File: config.mk
export PLATFORM = sky130hd
export DESIGN_NAME = ex_stage
export DESIGN_NICKNAME = d
export VERILOG_FILES = /design/src/design/xlate_pkg.sv /design/src/design/ex_pkg.sv /design/src/design/ex_stage.sv /design/src/design/ex_addr_gen.sv /design/src/design/ex_muldiv.sv /design/src/design/ex_alu.sv
export SDC_FILE = /design/constraint.sdc
export NUM_CORES = 2
export LEC_CHECK = 0
export ABC_CLOCK_PERIOD_IN_PS = 13300
export BUFFER_PORTS_ARGS = -buffer_cell sky130_fd_sc_hd__buf_2
export CORE_AREA = 2 2 256 258
export DETAILED_ROUTE_END_ITERATION = 10
export DIE_AREA = 0 0 258 260
export GPL_ROUTABILITY_DRIVEN = 0
export PLACE_DENSITY = 0.82
export SLEW_MARGIN = 5
export SYNTH_ARGS = -nofsm -noshare
export SYNTH_HDL_FRONTEND = slang
export SYNTH_SLANG_ARGS = --single-unit
File: constraint.sdc
create_clock -name clk -period 13.3 [get_ports clk]
set_clock_uncertainty 0.2 [all_clocks]
set_input_delay 0.665 -clock clk [delete_from_list [all_inputs] [get_ports clk]]
set_output_delay 0.665 -clock clk [all_outputs]
set_load 0.1 [all_outputs]
File: src/design/xlate_pkg.sv
package xlate_pkg;

    // Field view of a direct-mapped window CSR
    typedef struct packed {
        logic [2:0]  vseg;
        logic [24:0] rsvd_hi;
        logic        plv3;
        logic [1:0]  rsvd_lo;
        logic        plv0;
    } dmw_fields_t;

    // Written raw by the CSR block, decoded as fields here
    typedef union packed {
        logic [31:0] raw;
        dmw_fields_t f;
    } dmw_u;

    typedef struct packed {
        logic       da;
        logic       pg;
        logic [1:0] plv;
        dmw_u       dmw0;
        dmw_u       dmw1;
    } xlate_csr_t;

    // Request to the data TLB
    typedef struct packed {
        logic        fetch;
        logic        trans_en;
        logic        dmw0_hit;
        logic        dmw1_hit;
        logic [31:0] vaddr;
    } xlate_req_t;

endpackage
File: src/design/ex_pkg.sv
package ex_pkg;

    // Execute operations, one 5-bit word from dispatch
    typedef enum logic [4:0] {
        OP_ADD,
        OP_SUB,
        OP_AND,
        OP_OR,
        OP_XOR,
        OP_SLL,
        OP_SRL,
        OP_SRA,
        OP_SLT,
        OP_SLTU,
        OP_LUI,
        OP_MUL,
        OP_MULH,
        OP_MULHU,
        OP_DIV,
        OP_DIVU,
        OP_MOD,
        OP_MODU,
        OP_LD_B,
        OP_LD_H,
        OP_LD_W,
        OP_ST_B,
        OP_ST_H,
        OP_ST_W,
        OP_NOP
    } ex_op_e;

    // Multi-cycle unit operations
    typedef enum logic [2:0] {
        MD_MUL,
        MD_MULH,
        MD_MULHU,
        MD_DIV,
        MD_DIVU,
        MD_MOD,
        MD_MODU
    } md_op_e;

    typedef struct packed {
        logic        valid;
        ex_op_e      op;
        logic [31:0] src1;
        logic [31:0] src2;
        logic [31:0] imm;
        logic [4:0]  waddr;
        logic        wreg;
        logic [31:0] pc;
    } ex_in_t;

    typedef struct packed {
        logic                 valid;
        ex_op_e               op;
        logic [31:0]          wdata;
        logic [4:0]           waddr;
        logic                 wreg;
        logic [31:0]          mem_addr;
        logic [31:0]          st_data;
        logic                 excp_ale;
        xlate_pkg::xlate_req_t xreq;
    } ex_out_t;

    typedef struct packed {
        md_op_e      op;
        logic [31:0] src1;
        logic [31:0] src2;
    } md_req_t;

endpackage

File: src/design/ex_stage.sv
`timescale 1ns/100ps

module ex_stage #(
    parameter int MD_STEP_BITS = 1
) (
    input  logic                  clk,
    input  logic                  rst,
    input  logic                  advance_i,
    input  logic                  flush_i,
    output logic                  ready_o,
    input  ex_pkg::ex_in_t        in_i,
    input  xlate_pkg::xlate_csr_t csr_i,
    output ex_pkg::ex_out_t       out_o
);
    import ex_pkg::*;
    import xlate_pkg::*;

    logic        is_md;
    logic        is_store;
    md_op_e      md_op;
    md_req_t     md_req_data;
    logic        md_req;
    logic        md_ack;
    logic [31:0] md_result;
    logic        md_start;
    logic        md_started;
    logic        md_done;
    logic        md_discard;
    logic [31:0] md_result_q;
    logic [31:0] alu_result;
    logic [31:0] mem_addr;
    logic        excp_ale;
    xlate_req_t  xreq;
    ex_out_t     ex_rec;

    assign is_md    = in_i.op inside {[OP_MUL:OP_MODU]};
    assign is_store = in_i.op inside {OP_ST_B, OP_ST_H, OP_ST_W};

    always_comb begin
        case (in_i.op)
            OP_MULH:  md_op = MD_MULH;
            OP_MULHU: md_op = MD_MULHU;
            OP_DIV:   md_op = MD_DIV;
            OP_DIVU:  md_op = MD_DIVU;
            OP_MOD:   md_op = MD_MOD;
            OP_MODU:  md_op = MD_MODU;
            default:  md_op = MD_MUL;
        endcase
    end

    ex_alu u_alu (
        .op_i    (in_i.op),
        .src1_i  (in_i.src1),
        .src2_i  (in_i.src2),
        .imm_i   (in_i.imm),
        .result_o(alu_result)
    );

    ex_addr_gen u_addr_gen (
        .op_i      (in_i.op),
        .base_i    (in_i.src1),
        .imm_i     (in_i.imm),
        .valid_i   (in_i.valid),
        .csr_i     (csr_i),
        .addr_o    (mem_addr),
        .excp_ale_o(excp_ale),
        .xreq_o    (xreq)
    );

    ex_muldiv #(.MD_STEP_BITS(MD_STEP_BITS)) u_muldiv (
        .clk       (clk),
        .rst       (rst),
        .req_i     (md_req),
        .req_data_i(md_req_data),
        .ack_o     (md_ack),
        .result_o  (md_result)
    );

    ////////////////////////////////////////////////////////////////////////////
    // Multi-cycle sequencing
    ////////////////////////////////////////////////////////////////////////////
    assign ready_o  = !(in_i.valid && is_md && !md_done);
    assign md_start = in_i.valid && is_md && !md_started && !md_done
                      && !md_req && !md_ack && !flush_i;

    always_ff @(posedge clk) begin
        if (rst) begin
            md_req     <= 1'b0;
            md_started <= 1'b0;
            md_done    <= 1'b0;
            md_discard <= 1'b0;
        end else begin
            if (md_req && md_ack) begin
                md_req     <= 1'b0;
                md_discard <= 1'b0;
                if (!md_discard) md_done <= 1'b1;
            end else if (md_start) begin
                md_req     <= 1'b1;
                md_started <= 1'b1;
            end
            if (flush_i) begin
                md_started <= 1'b0;
                md_done    <= 1'b0;
                // Outstanding request finishes but its result is dropped
                if (md_req && !md_ack) md_discard <= 1'b1;
            end else if (advance_i && ready_o) begin
                md_started <= 1'b0;
                md_done    <= 1'b0;
            end
        end
    end

    always_ff @(posedge clk) begin
        if (md_start) md_req_data <= '{op: md_op, src1: in_i.src1, src2: in_i.src2};
        if (md_req && md_ack) md_result_q <= md_result;
    end

    always_comb begin
        ex_rec          = '0;
        ex_rec.valid    = in_i.valid;
        ex_rec.op       = in_i.op;
        ex_rec.wdata    = is_md ? md_result_q : alu_result;
        ex_rec.waddr    = in_i.waddr;
        ex_rec.wreg     = in_i.wreg && !excp_ale;
        ex_rec.mem_addr = mem_addr;
        ex_rec.st_data  = is_store ? in_i.src2 : 32'b0;
        ex_rec.excp_ale = excp_ale;
        ex_rec.xreq     = xreq;
    end

    // Execute-to-memory register
    always_ff @(posedge clk) begin
        if (rst || flush_i) begin
            out_o.valid <= 1'b0;
        end else if (advance_i && ready_o) begin
            out_o <= ex_rec;
        end
    end

endmodule

File: src/design/ex_addr_gen.sv
`timescale 1ns/100ps

module ex_addr_gen (
    input  ex_pkg::ex_op_e         op_i,
    input  logic [31:0]            base_i,
    input  logic [31:0]            imm_i,
    input  logic                   valid_i,
    input  xlate_pkg::xlate_csr_t  csr_i,
    output logic [31:0]            addr_o,
    output logic                   excp_ale_o,
    output xlate_pkg::xlate_req_t  xreq_o
);
    import ex_pkg::*;

    logic is_mem;
    logic is_half;
    logic is_word;
    logic plv0;
    logic plv3;
    logic dmw0_hit;
    logic dmw1_hit;
    logic pg_mode;

    assign addr_o  = base_i + imm_i;
    assign is_half = op_i inside {OP_LD_H, OP_ST_H};
    assign is_word = op_i inside {OP_LD_W, OP_ST_W};
    assign is_mem  = is_half || is_word || (op_i inside {OP_LD_B, OP_ST_B});

    assign excp_ale_o = (is_half && addr_o[0]) || (is_word && (addr_o[1:0] != 2'b00));

    ////////////////////////////////////////////////////////////////////////////
    // Direct-mapped windows
    ////////////////////////////////////////////////////////////////////////////
    assign plv0 = (csr_i.plv == 2'd0);
    assign plv3 = (csr_i.plv == 2'd3);

    assign dmw0_hit = ((plv0 && csr_i.dmw0.f.plv0) || (plv3 && csr_i.dmw0.f.plv3))
                      && (addr_o[31:29] == csr_i.dmw0.f.vseg);
    assign dmw1_hit = ((plv0 && csr_i.dmw1.f.plv0) || (plv3 && csr_i.dmw1.f.plv3))
                      && (addr_o[31:29] == csr_i.dmw1.f.vseg);

    assign pg_mode = csr_i.pg && !csr_i.da;

    assign xreq_o.fetch    = valid_i && is_mem;
    assign xreq_o.trans_en = valid_i && is_mem && pg_mode && !dmw0_hit && !dmw1_hit;
    assign xreq_o.dmw0_hit = dmw0_hit;
    assign xreq_o.dmw1_hit = dmw1_hit;
    assign xreq_o.vaddr    = addr_o;

endmodule

File: src/design/ex_muldiv.sv
`timescale 1ns/100ps

module ex_muldiv #(
    parameter int MD_STEP_BITS = 1
) (
    input  logic            clk,
    input  logic            rst,
    input  logic            req_i,
    input  ex_pkg::md_req_t req_data_i,
    output logic            ack_o,
    output logic [31:0]     result_o
);
    import ex_pkg::*;

    localparam int STEPS = 32 / MD_STEP_BITS;

    typedef enum logic [1:0] {
        S_IDLE,
        S_BUSY,
        S_ACK
    } state_e;

    state_e      state;
    logic [5:0]  cnt;
    logic        start;
    logic        is_signed;
    logic        a_neg;
    logic        b_neg;
    logic [31:0] a_mag;
    logic [31:0] b_mag;

    md_op_e      op_q;
    logic        neg_q;
    logic        neg_rem_q;
    logic [63:0] prod;
    logic [63:0] mcand;
    logic [31:0] mplier;
    logic [32:0] rem;
    logic [31:0] quo;
    logic [31:0] dvsr;
    logic [63:0] prod_nx;
    logic [32:0] rem_nx;
    logic [31:0] quo_nx;
    logic [63:0] prod_fix;

    assign start     = req_i && (state == S_IDLE);
    assign ack_o     = (state == S_ACK);
    assign is_signed = req_data_i.op inside {MD_MULH, MD_DIV, MD_MOD};
    assign a_neg     = is_signed && req_data_i.src1[31];
    assign b_neg     = is_signed && req_data_i.src2[31];
    assign a_mag     = a_neg ? -req_data_i.src1 : req_data_i.src1;
    assign b_mag     = b_neg ? -req_data_i.src2 : req_data_i.src2;

    always_ff @(posedge clk) begin
        if (rst) begin
            state <= S_IDLE;
            cnt   <= 6'd0;
        end else begin
            case (state)
                S_IDLE: if (start) begin
                    state <= S_BUSY;
                    cnt   <= 6'(STEPS - 1);
                end
                S_BUSY: begin
                    cnt <= cnt - 6'd1;
                    if (cnt == 6'd0) state <= S_ACK;
                end
                // Ack held until the requester lets go
                default: if (!req_i) state <= S_IDLE;
            endcase
        end
    end

    // Shift-add and restoring steps, MD_STEP_BITS per cycle
    always_comb begin
        prod_nx = prod;
        rem_nx  = rem;
        quo_nx  = quo;
        for (int i = 0; i < MD_STEP_BITS; i++) begin
            if (mplier[i]) prod_nx = prod_nx + (mcand << i);
            rem_nx = {rem_nx[31:0], quo_nx[31]};
            quo_nx = {quo_nx[30:0], 1'b0};
            if (rem_nx >= {1'b0, dvsr}) begin
                rem_nx    = rem_nx - {1'b0, dvsr};
                quo_nx[0] = 1'b1;
            end
        end
    end

    always_ff @(posedge clk) begin
        if (start) begin
            op_q      <= req_data_i.op;
            // Zero divisor keeps the all-ones quotient unsigned
            neg_q     <= (a_neg ^ b_neg) && (req_data_i.src2 != 32'b0);
            neg_rem_q <= a_neg;
            prod      <= 64'b0;
            mcand     <= {32'b0, a_mag};
            mplier    <= b_mag;
            rem       <= 33'b0;
            quo       <= a_mag;
            dvsr      <= b_mag;
        end else if (state == S_BUSY) begin
            prod   <= prod_nx;
            mcand  <= mcand << MD_STEP_BITS;
            mplier <= mplier >> MD_STEP_BITS;
            rem    <= rem_nx;
            quo    <= quo_nx;
        end
    end

    assign prod_fix = neg_q ? -prod : prod;

    always_comb begin
        case (op_q)
            MD_MUL:              result_o = prod_fix[31:0];
            MD_MULH, MD_MULHU:   result_o = prod_fix[63:32];
            MD_DIV, MD_DIVU:     result_o = neg_q ? -quo : quo;
            default:             result_o = neg_rem_q ? -rem[31:0] : rem[31:0];
        endcase
    end

endmodule

File: src/design/ex_alu.sv
`timescale 1ns/100ps

module ex_alu (
    input  ex_pkg::ex_op_e op_i,
    input  logic [31:0]    src1_i,
    input  logic [31:0]    src2_i,
    input  logic [31:0]    imm_i,
    output logic [31:0]    result_o
);
    import ex_pkg::*;

    logic [4:0]  shamt;
    logic        lt_signed;
    logic        lt_unsigned;
    logic [31:0] sum;
    logic [31:0] diff;

    assign shamt       = src2_i[4:0];
    assign sum         = src1_i + src2_i;
    assign diff        = src1_i - src2_i;
    assign lt_signed   = $signed(src1_i) < $signed(src2_i);
    assign lt_unsigned = src1_i < src2_i;

    always_comb begin
        case (op_i)
            OP_ADD: begin
                result_o = sum;
            end
            OP_SUB: begin
                result_o = diff;
            end
            OP_AND: begin
                result_o = src1_i & src2_i;
            end
            OP_OR: begin
                result_o = src1_i | src2_i;
            end
            OP_XOR: begin
                result_o = src1_i ^ src2_i;
            end
            OP_SLL: begin
                result_o = src1_i << shamt;
            end
            OP_SRL: begin
                result_o = src1_i >> shamt;
            end
            OP_SRA: begin
                result_o = $unsigned($signed(src1_i) >>> shamt);
            end
            OP_SLT: begin
                result_o = {31'b0, lt_signed};
            end
            OP_SLTU: begin
                result_o = {31'b0, lt_unsigned};
            end
            // Upper immediate already placed in src2 by dispatch
            OP_LUI: begin
                result_o = src2_i;
            end
            default: begin
                result_o = 32'b0;
            end
        endcase
    end

endmodule

---- Word level (Yosys, flattened, before mapping) ----
Index checks and enable logic that the tools add are counted.
word-level totals
  input port bits ......................... 212
  word-level logic and storage cells ...... 190
  output and inout bits ................... 146
  register bits after elaboration ......... 485
cells by class
  add/sub/neg operators ................... 11
  shifts and indexed selects .............. 3
  equality and inequality tests ........... 37
  multiplexer cells ....................... 26
  reduce and logical (&&, ||, !) cells .... 69
  order comparisons ....................... 5
  bitwise logic cells ..................... 7
operator list
  kind                                                             number
  32-bit two-way mux                                               12
  32-bit one-hot mux with 11 select lines                          1
  32-bit negation                                                  4
  32-bit one-hot mux with 3 select lines                           1
  32-bit adder                                                     2
  64-bit adder                                                     1
  32-bit < comparator                                              2
  64-bit two-way mux                                               1
  64-bit negation                                                  1
  32-bit subtractor                                                2
  5-bit == test, second input constant                             8
  5-bit by 4-bit == test with 1-bit output, second input constant  7
  33-bit by 32-bit greater-or-equal comparator with 1-bit output   1
  32-bit AND                                                       1
  32-bit OR                                                        1
  32-bit nonzero test                                              1
  32-bit by 5-bit left shift with 32-bit output                    1
  32-bit by 5-bit >> shifter with 32-bit output                    1
  32-bit by 5-bit >>> shifter with 32-bit output                   1
  32-bit bitwise XOR                                               1
  1-bit logical AND                                                29
  5-bit by 3-bit == test with 1-bit output, second input constant  4
  3-bit one-hot mux with 6 select lines                            1
  6-bit one-hot mux with 2 select lines                            1
  other kinds (31)                                                 73

---- Depth between registers and ports, before layout ----
  depth in word-level cells ............... 9
  mapped depth ............................ 17
  gate-level depth less buffers ........... 15

---- By module ----
Synthesis repeated with hierarchy kept, for this count alone.
unflattened totals
  cell total of the unflattened synthesis .. 4455
  area total of the unflattened synthesis .. 39718.1 µm²
modules (own cells, without submodules)
  module       cells an instance  sequential area each (µm²)  area each (µm²)  times used
  ex_muldiv    2471               6716.4                      20060.5          1
  ex_alu       1338               0.0                         9090.0           1
  ex_stage     359                7397.1                      8413.1           1
  ex_addr_gen  287                0.0                         2154.6           1

---- Worst setup path after synthesis ----
Ideal clock, no wire load.
  kind .................................... input-to-reg
  start point ............................. input port in_i[136] (netlist bit)
  end point ............................... register out_o[0] (netlist bit) (enable)
  stages .................................. 8
  setup time .............................. 0.724 ns
  data arrival time ....................... 10.165 ns
  path slack .............................. 2.211 ns
  data required time ...................... 12.376 ns
  buffers on the path ..................... 2
  path through ............................ clkbuf_1 > or2_2 > or2_2 > o21ai_1 > clkbuf_1 > nand3b_1 > nand2_1 > nor3_1
between the ends
  cells in the longest elaborated chain, start to end .. 7
  elaborated cells on any way between the ends .. 8
  classes of those cells .................. 2 x order compare; 6 x reduce/logical
RTL lines
  element                                                                                                     line             source
  start: declaration                                                                                          ex_stage.sv:11   input ex_pkg::ex_in_t in_i,
  5-bit by 4-bit greater-or-equal comparator with 1-bit output / 5-bit <= comparator (equally long branches)  ex_stage.sv:36   assign is_md = in_i.op inside {[OP_MUL:OP_MODU]};
  1-bit logical AND (*)                                                                                       ex_stage.sv:36
  1-bit logical AND (*) (2 in series)                                                                         ex_stage.sv:82   assign ready_o = !(in_i.valid && is_md && !md_done);
  1-bit logical NOT (*)                                                                                       ex_stage.sv:82
  net ready_o                                                                                                 ex_stage.sv:10   output logic ready_o,
  1-bit logical AND (*)                                                                                       ex_stage.sv:135  end else if (advance_i && ready_o) begin
  2-bit AND reduction (no line) (*)                                                                           --
  end signal: assignment                                                                                      ex_stage.sv:136  out_o <= ex_rec;
  end: declaration                                                                                            ex_stage.sv:13   output ex_pkg::ex_out_t out_o
The timed path passes the listed nets; every way through them passes the cells marked *.
A chain may end at the register's enable or synchronous reset.

==> key figures <==
Run status
  – Outcome: complete, but fails checks
  – Failing checks: design-rule violations

Yosys
  – Total number of yosys warnings: 0
  – Commonest cells post-synth: nand2_1, o21ai_0, a21oi_1, edfxtp_1, nor2_1
  – Main synth FF type: edfxtp_1
  – Post-synthesis mux area share: 0.0340
  – Mapped Cells: 4285
  – Synth Area in XOR/XNOR: 0.0681
  – Async SR Flop Fraction: 0
  – Post-synth cell types: about 90
  – Largest family of logic cells by synthesized area: compound AO/OA/AOI/OAI gates
  – Most frequent cell after synthesis: nand2_1
  – Syn Area/Cell: 8.62 sq um
  – Post-synth EDFFs: 344
  – Simple-gate share of the synthesized area: 0.163
  – Synthesized-area fraction occupied by adder cells: 0.0829
  – #FFs+latches synth: 485
  – Synthesized cell area: ~37000 sq um
  – Top cell type's share of synthesized area: 0.280
  – Seq/Total Area, Yosys: 0.356
  – Top cells by area in the synthesized netlist: edfxtp_1, ha_1, dfxtp_1
  – Compound-Gate Fraction of Synth Area: 0.248
  – Yosys top cell by area: edfxtp_1
  – Syn_nets: approximately 4700

Drt
  – Final wirelength: 123000 um
  – Wire per inst: 23.3 um
  – TritonRoute pass-1 iters: 11
  – ANT nets after route: 0
  – Initial drt markers: about 5200
  – Residual DRC: 28
  – Via count: between 30000 and 40000
  – Post-DR vias/cell: between 6 and 7

Clock tree
  – Clock Latency Late Sink: 0.66 ns
  – Sink Count: between 400 and 500
  – Post-CTS Setup Inserts: 0
  – CTS H-tree depth: 2
  – Root Buffer: clkbuf_16
  – CTS Buf Count: between 50 and 60
  – Clock Path Buffers: 3
  – Clock Pin Slew Worst Setup and Hold Paths: approximately 0.060 ns
  – CTS tree: built

Timing
  – Fin. Hold Viols: 0
  – RSZ-0062 raised after global routing: no
  – Slew margin rel.: 0.171
  – Fin crit period: 5.48 ns
  – Max Fclk: between 150 and 200 MHz
  – Crit share post-route: 0.412
  – Final setup viols: 0
  – Fin Setup TNS: 0 ns
  – Worst-Margin Slew: 1.24 ns
  – Final Max Tran Viols: 0

Floorplan
  – Die Width: roughly 260 um
  – Row cnt: 93
  – Core Footprint: roughly 64000 sq um
  – Chip height: between 200 and 300 um
  – I/O pins: 358
  – Die area: approximately 67000 sq um
  – Initial Util: 0.576

Job
  – MaxCap Viol Count: 0

Critical path
  – Worst path required time: around 13 ns
  – Reg2reg start: u_muldiv.prod[10]$_SDFFE_PP0P_
  – Critical path class: in -> reg
  – Type of element launching the critical path: primary input
  – Crit path DAT: about 5.6 ns
  – CP Launch Point: in_i[74]
  – Crit-path max FO: between 40 and 50
  – CP Capture Type: flop

Cells and area
  – Net count reported at finish: around 4800
  – Post-route cell area: about 41000 sq um
  – Layout area overhead: 9.84%
  – Fill cells: 5255
  – Layout cell share with drive strength beyond 1: 0.111
  – Register Area: about 13000 sq um
  – Area of the multi-input gates: roughly 22000 sq um

Global routing
  – Antenna violations before repair: 15
  – Grt total ovfl: 0
  – Vias in the first global route: ~32000
  – GRT Util Overall: 0.354
  – Largest net degree at the start of global routing: between 90 and 100
  – First-pass GRT wire length: around 190000 um

Place
  – Port Buffer Count: between 200 and 300
  – Area after DPL: between 30000 and 40000 sq um
  – DP HPWL: 89000 um

Pwr
  – Maximum vdd drop: between 0.1 and 0.15 mV
  – Static leakage: ~16 nW
  – Power Dens Cells: ~120 nW/um^2

Worst hold path
  – Type of the most critical hold path: in -> reg
  – Hold path startpoint: in_i[96]
-- stage by stage --
step	hold slack, ns	instances	total power [mW]	util	setup slack [ns]
after floorplan	0.219	4285	2.97	-	2.21
after global placement	0.231	5182	3.33	0.603	7.55
after detailed placement	0.234	5182	3.36	0.603	7.55
after CTS	0.0415	5287	4.96	0.633	8.21
after global routing	0.0524	5288	5.19	0.633	7.85
final	0.0594	5293	5.01	0.633	7.82
-- kinds of logic (layout without fill, tap and decap cells) --
group	count (synthesis)	count (layout)
simple gates	1305	1305
flops	485	485
mux	103	103
xor+xnor	284	284
buf+inv	446	593
other cells	0	6
compound gates	1420	1420
fa+ha+maj	242	242
-- cell type report --
type,instances,share of cell area
antenna,6,0.000370
clock buffer,61,0.0334
multi-input combinational,3354,0.544
sequential,485,0.324
tap,855,0.0264
timing repair buffer,318,0.0424
clock inverter,39,0.0132
inverter,175,0.0164
-- report_power, final --
part	internal [mW]	total [mW]	switching [mW]
clock network	0.937	1.61	0.669
registers	1.72	1.85	0.125
logic	0.549	1.55	1.00
total	3.21	5.01	1.80
-- cells in the final DEF (no fill, tap or decap), types with 39 or more instances in the layout --
| master | count |
|---|---|
| o21bai_1 | 39 |
| a21oi_1 | 356 |
| nand2_1 | 533 |
| o21ai_0 | 366 |
| mux2i_1 | 75 |
| clkbuf_16 | 53 |
| nand3_1 | 64 |
| xnor2_1 | 149 |
| nand2b_1 | 42 |
| o211ai_1 | 40 |
| nor2_1 | 303 |
| o21a_1 | 79 |
| a21o_1 | 115 |
| buf_2 | 271 |
| ha_1 | 237 |
| inv_1 | 170 |
| or3_1 | 48 |
| nor3_1 | 90 |
| buf_4 | 42 |
| o31ai_1 | 49 |
| xor2_1 | 133 |
| dfxtp_1 | 141 |
| edfxtp_1 | 344 |
-- timing repair --
| action | 4_1_cts | 5_1_grt |
|---|---|---|
| hold buffers | 5 | 0 |
| endpoints found under the hold margin | 5 | 0 |
| endpoints found under the setup margin | 0 | 0 |
| gates resized for setup | 0 | 0 |
-- worst max-delay path: stages --
cell and delay (ns):
buf_2 0.08, buf_4 0.46, clkinv_1 0.76, ha_1 0.67, a21oi_1 0.35, o21ai_0 0.28
a21o_1 0.27, a2111oi_0 0.54, nand2b_1 0.27, a211oi_1 0.16, o41ai_1 0.75, o211ai_1 0.31
-- registers in the layout, summed over array words and instances, names as in the netlist, 2 cells and up, named ones only --
register and flops:
u_muldiv.state 2, u_muldiv.rem 32, md_req_data 67, u_muldiv.cnt 6, u_muldiv.quo 32, u_muldiv.mcand 64
md_result_q 32, u_muldiv.mplier 32, u_muldiv.prod 64, u_muldiv.op_q 3, out_o 113, u_muldiv.dvsr 32
-- worst paths after layout --
check / to / cells past startpoint / slack (ns)
hold reg to reg: u_muldiv.op_q[2]$_DFFE_PP_ / 0 / 0.25
setup / recovery: out_o[107]$_DFFE_PP_ / 12 / 7.82
hold / removal: md_req_data[26]$_DFFE_PP_ / 1 / 0.06
setup reg to reg: md_result_q[22]$_DFFE_PP_ / 10 / 8.68
-- metal layers --
metal,vias to the layer above,share of wire,global-route usage,wire (um)
met5,-,0.00072,0,89
met4,16,0.073,0.206,9040
met3,615,0.12,0.0910,15100
met2,2423,0.44,0.552,53600
met1,16400,0.37,0.445,45400
li1,16000,-,-,-
Power figures use the tool's default switching activity.
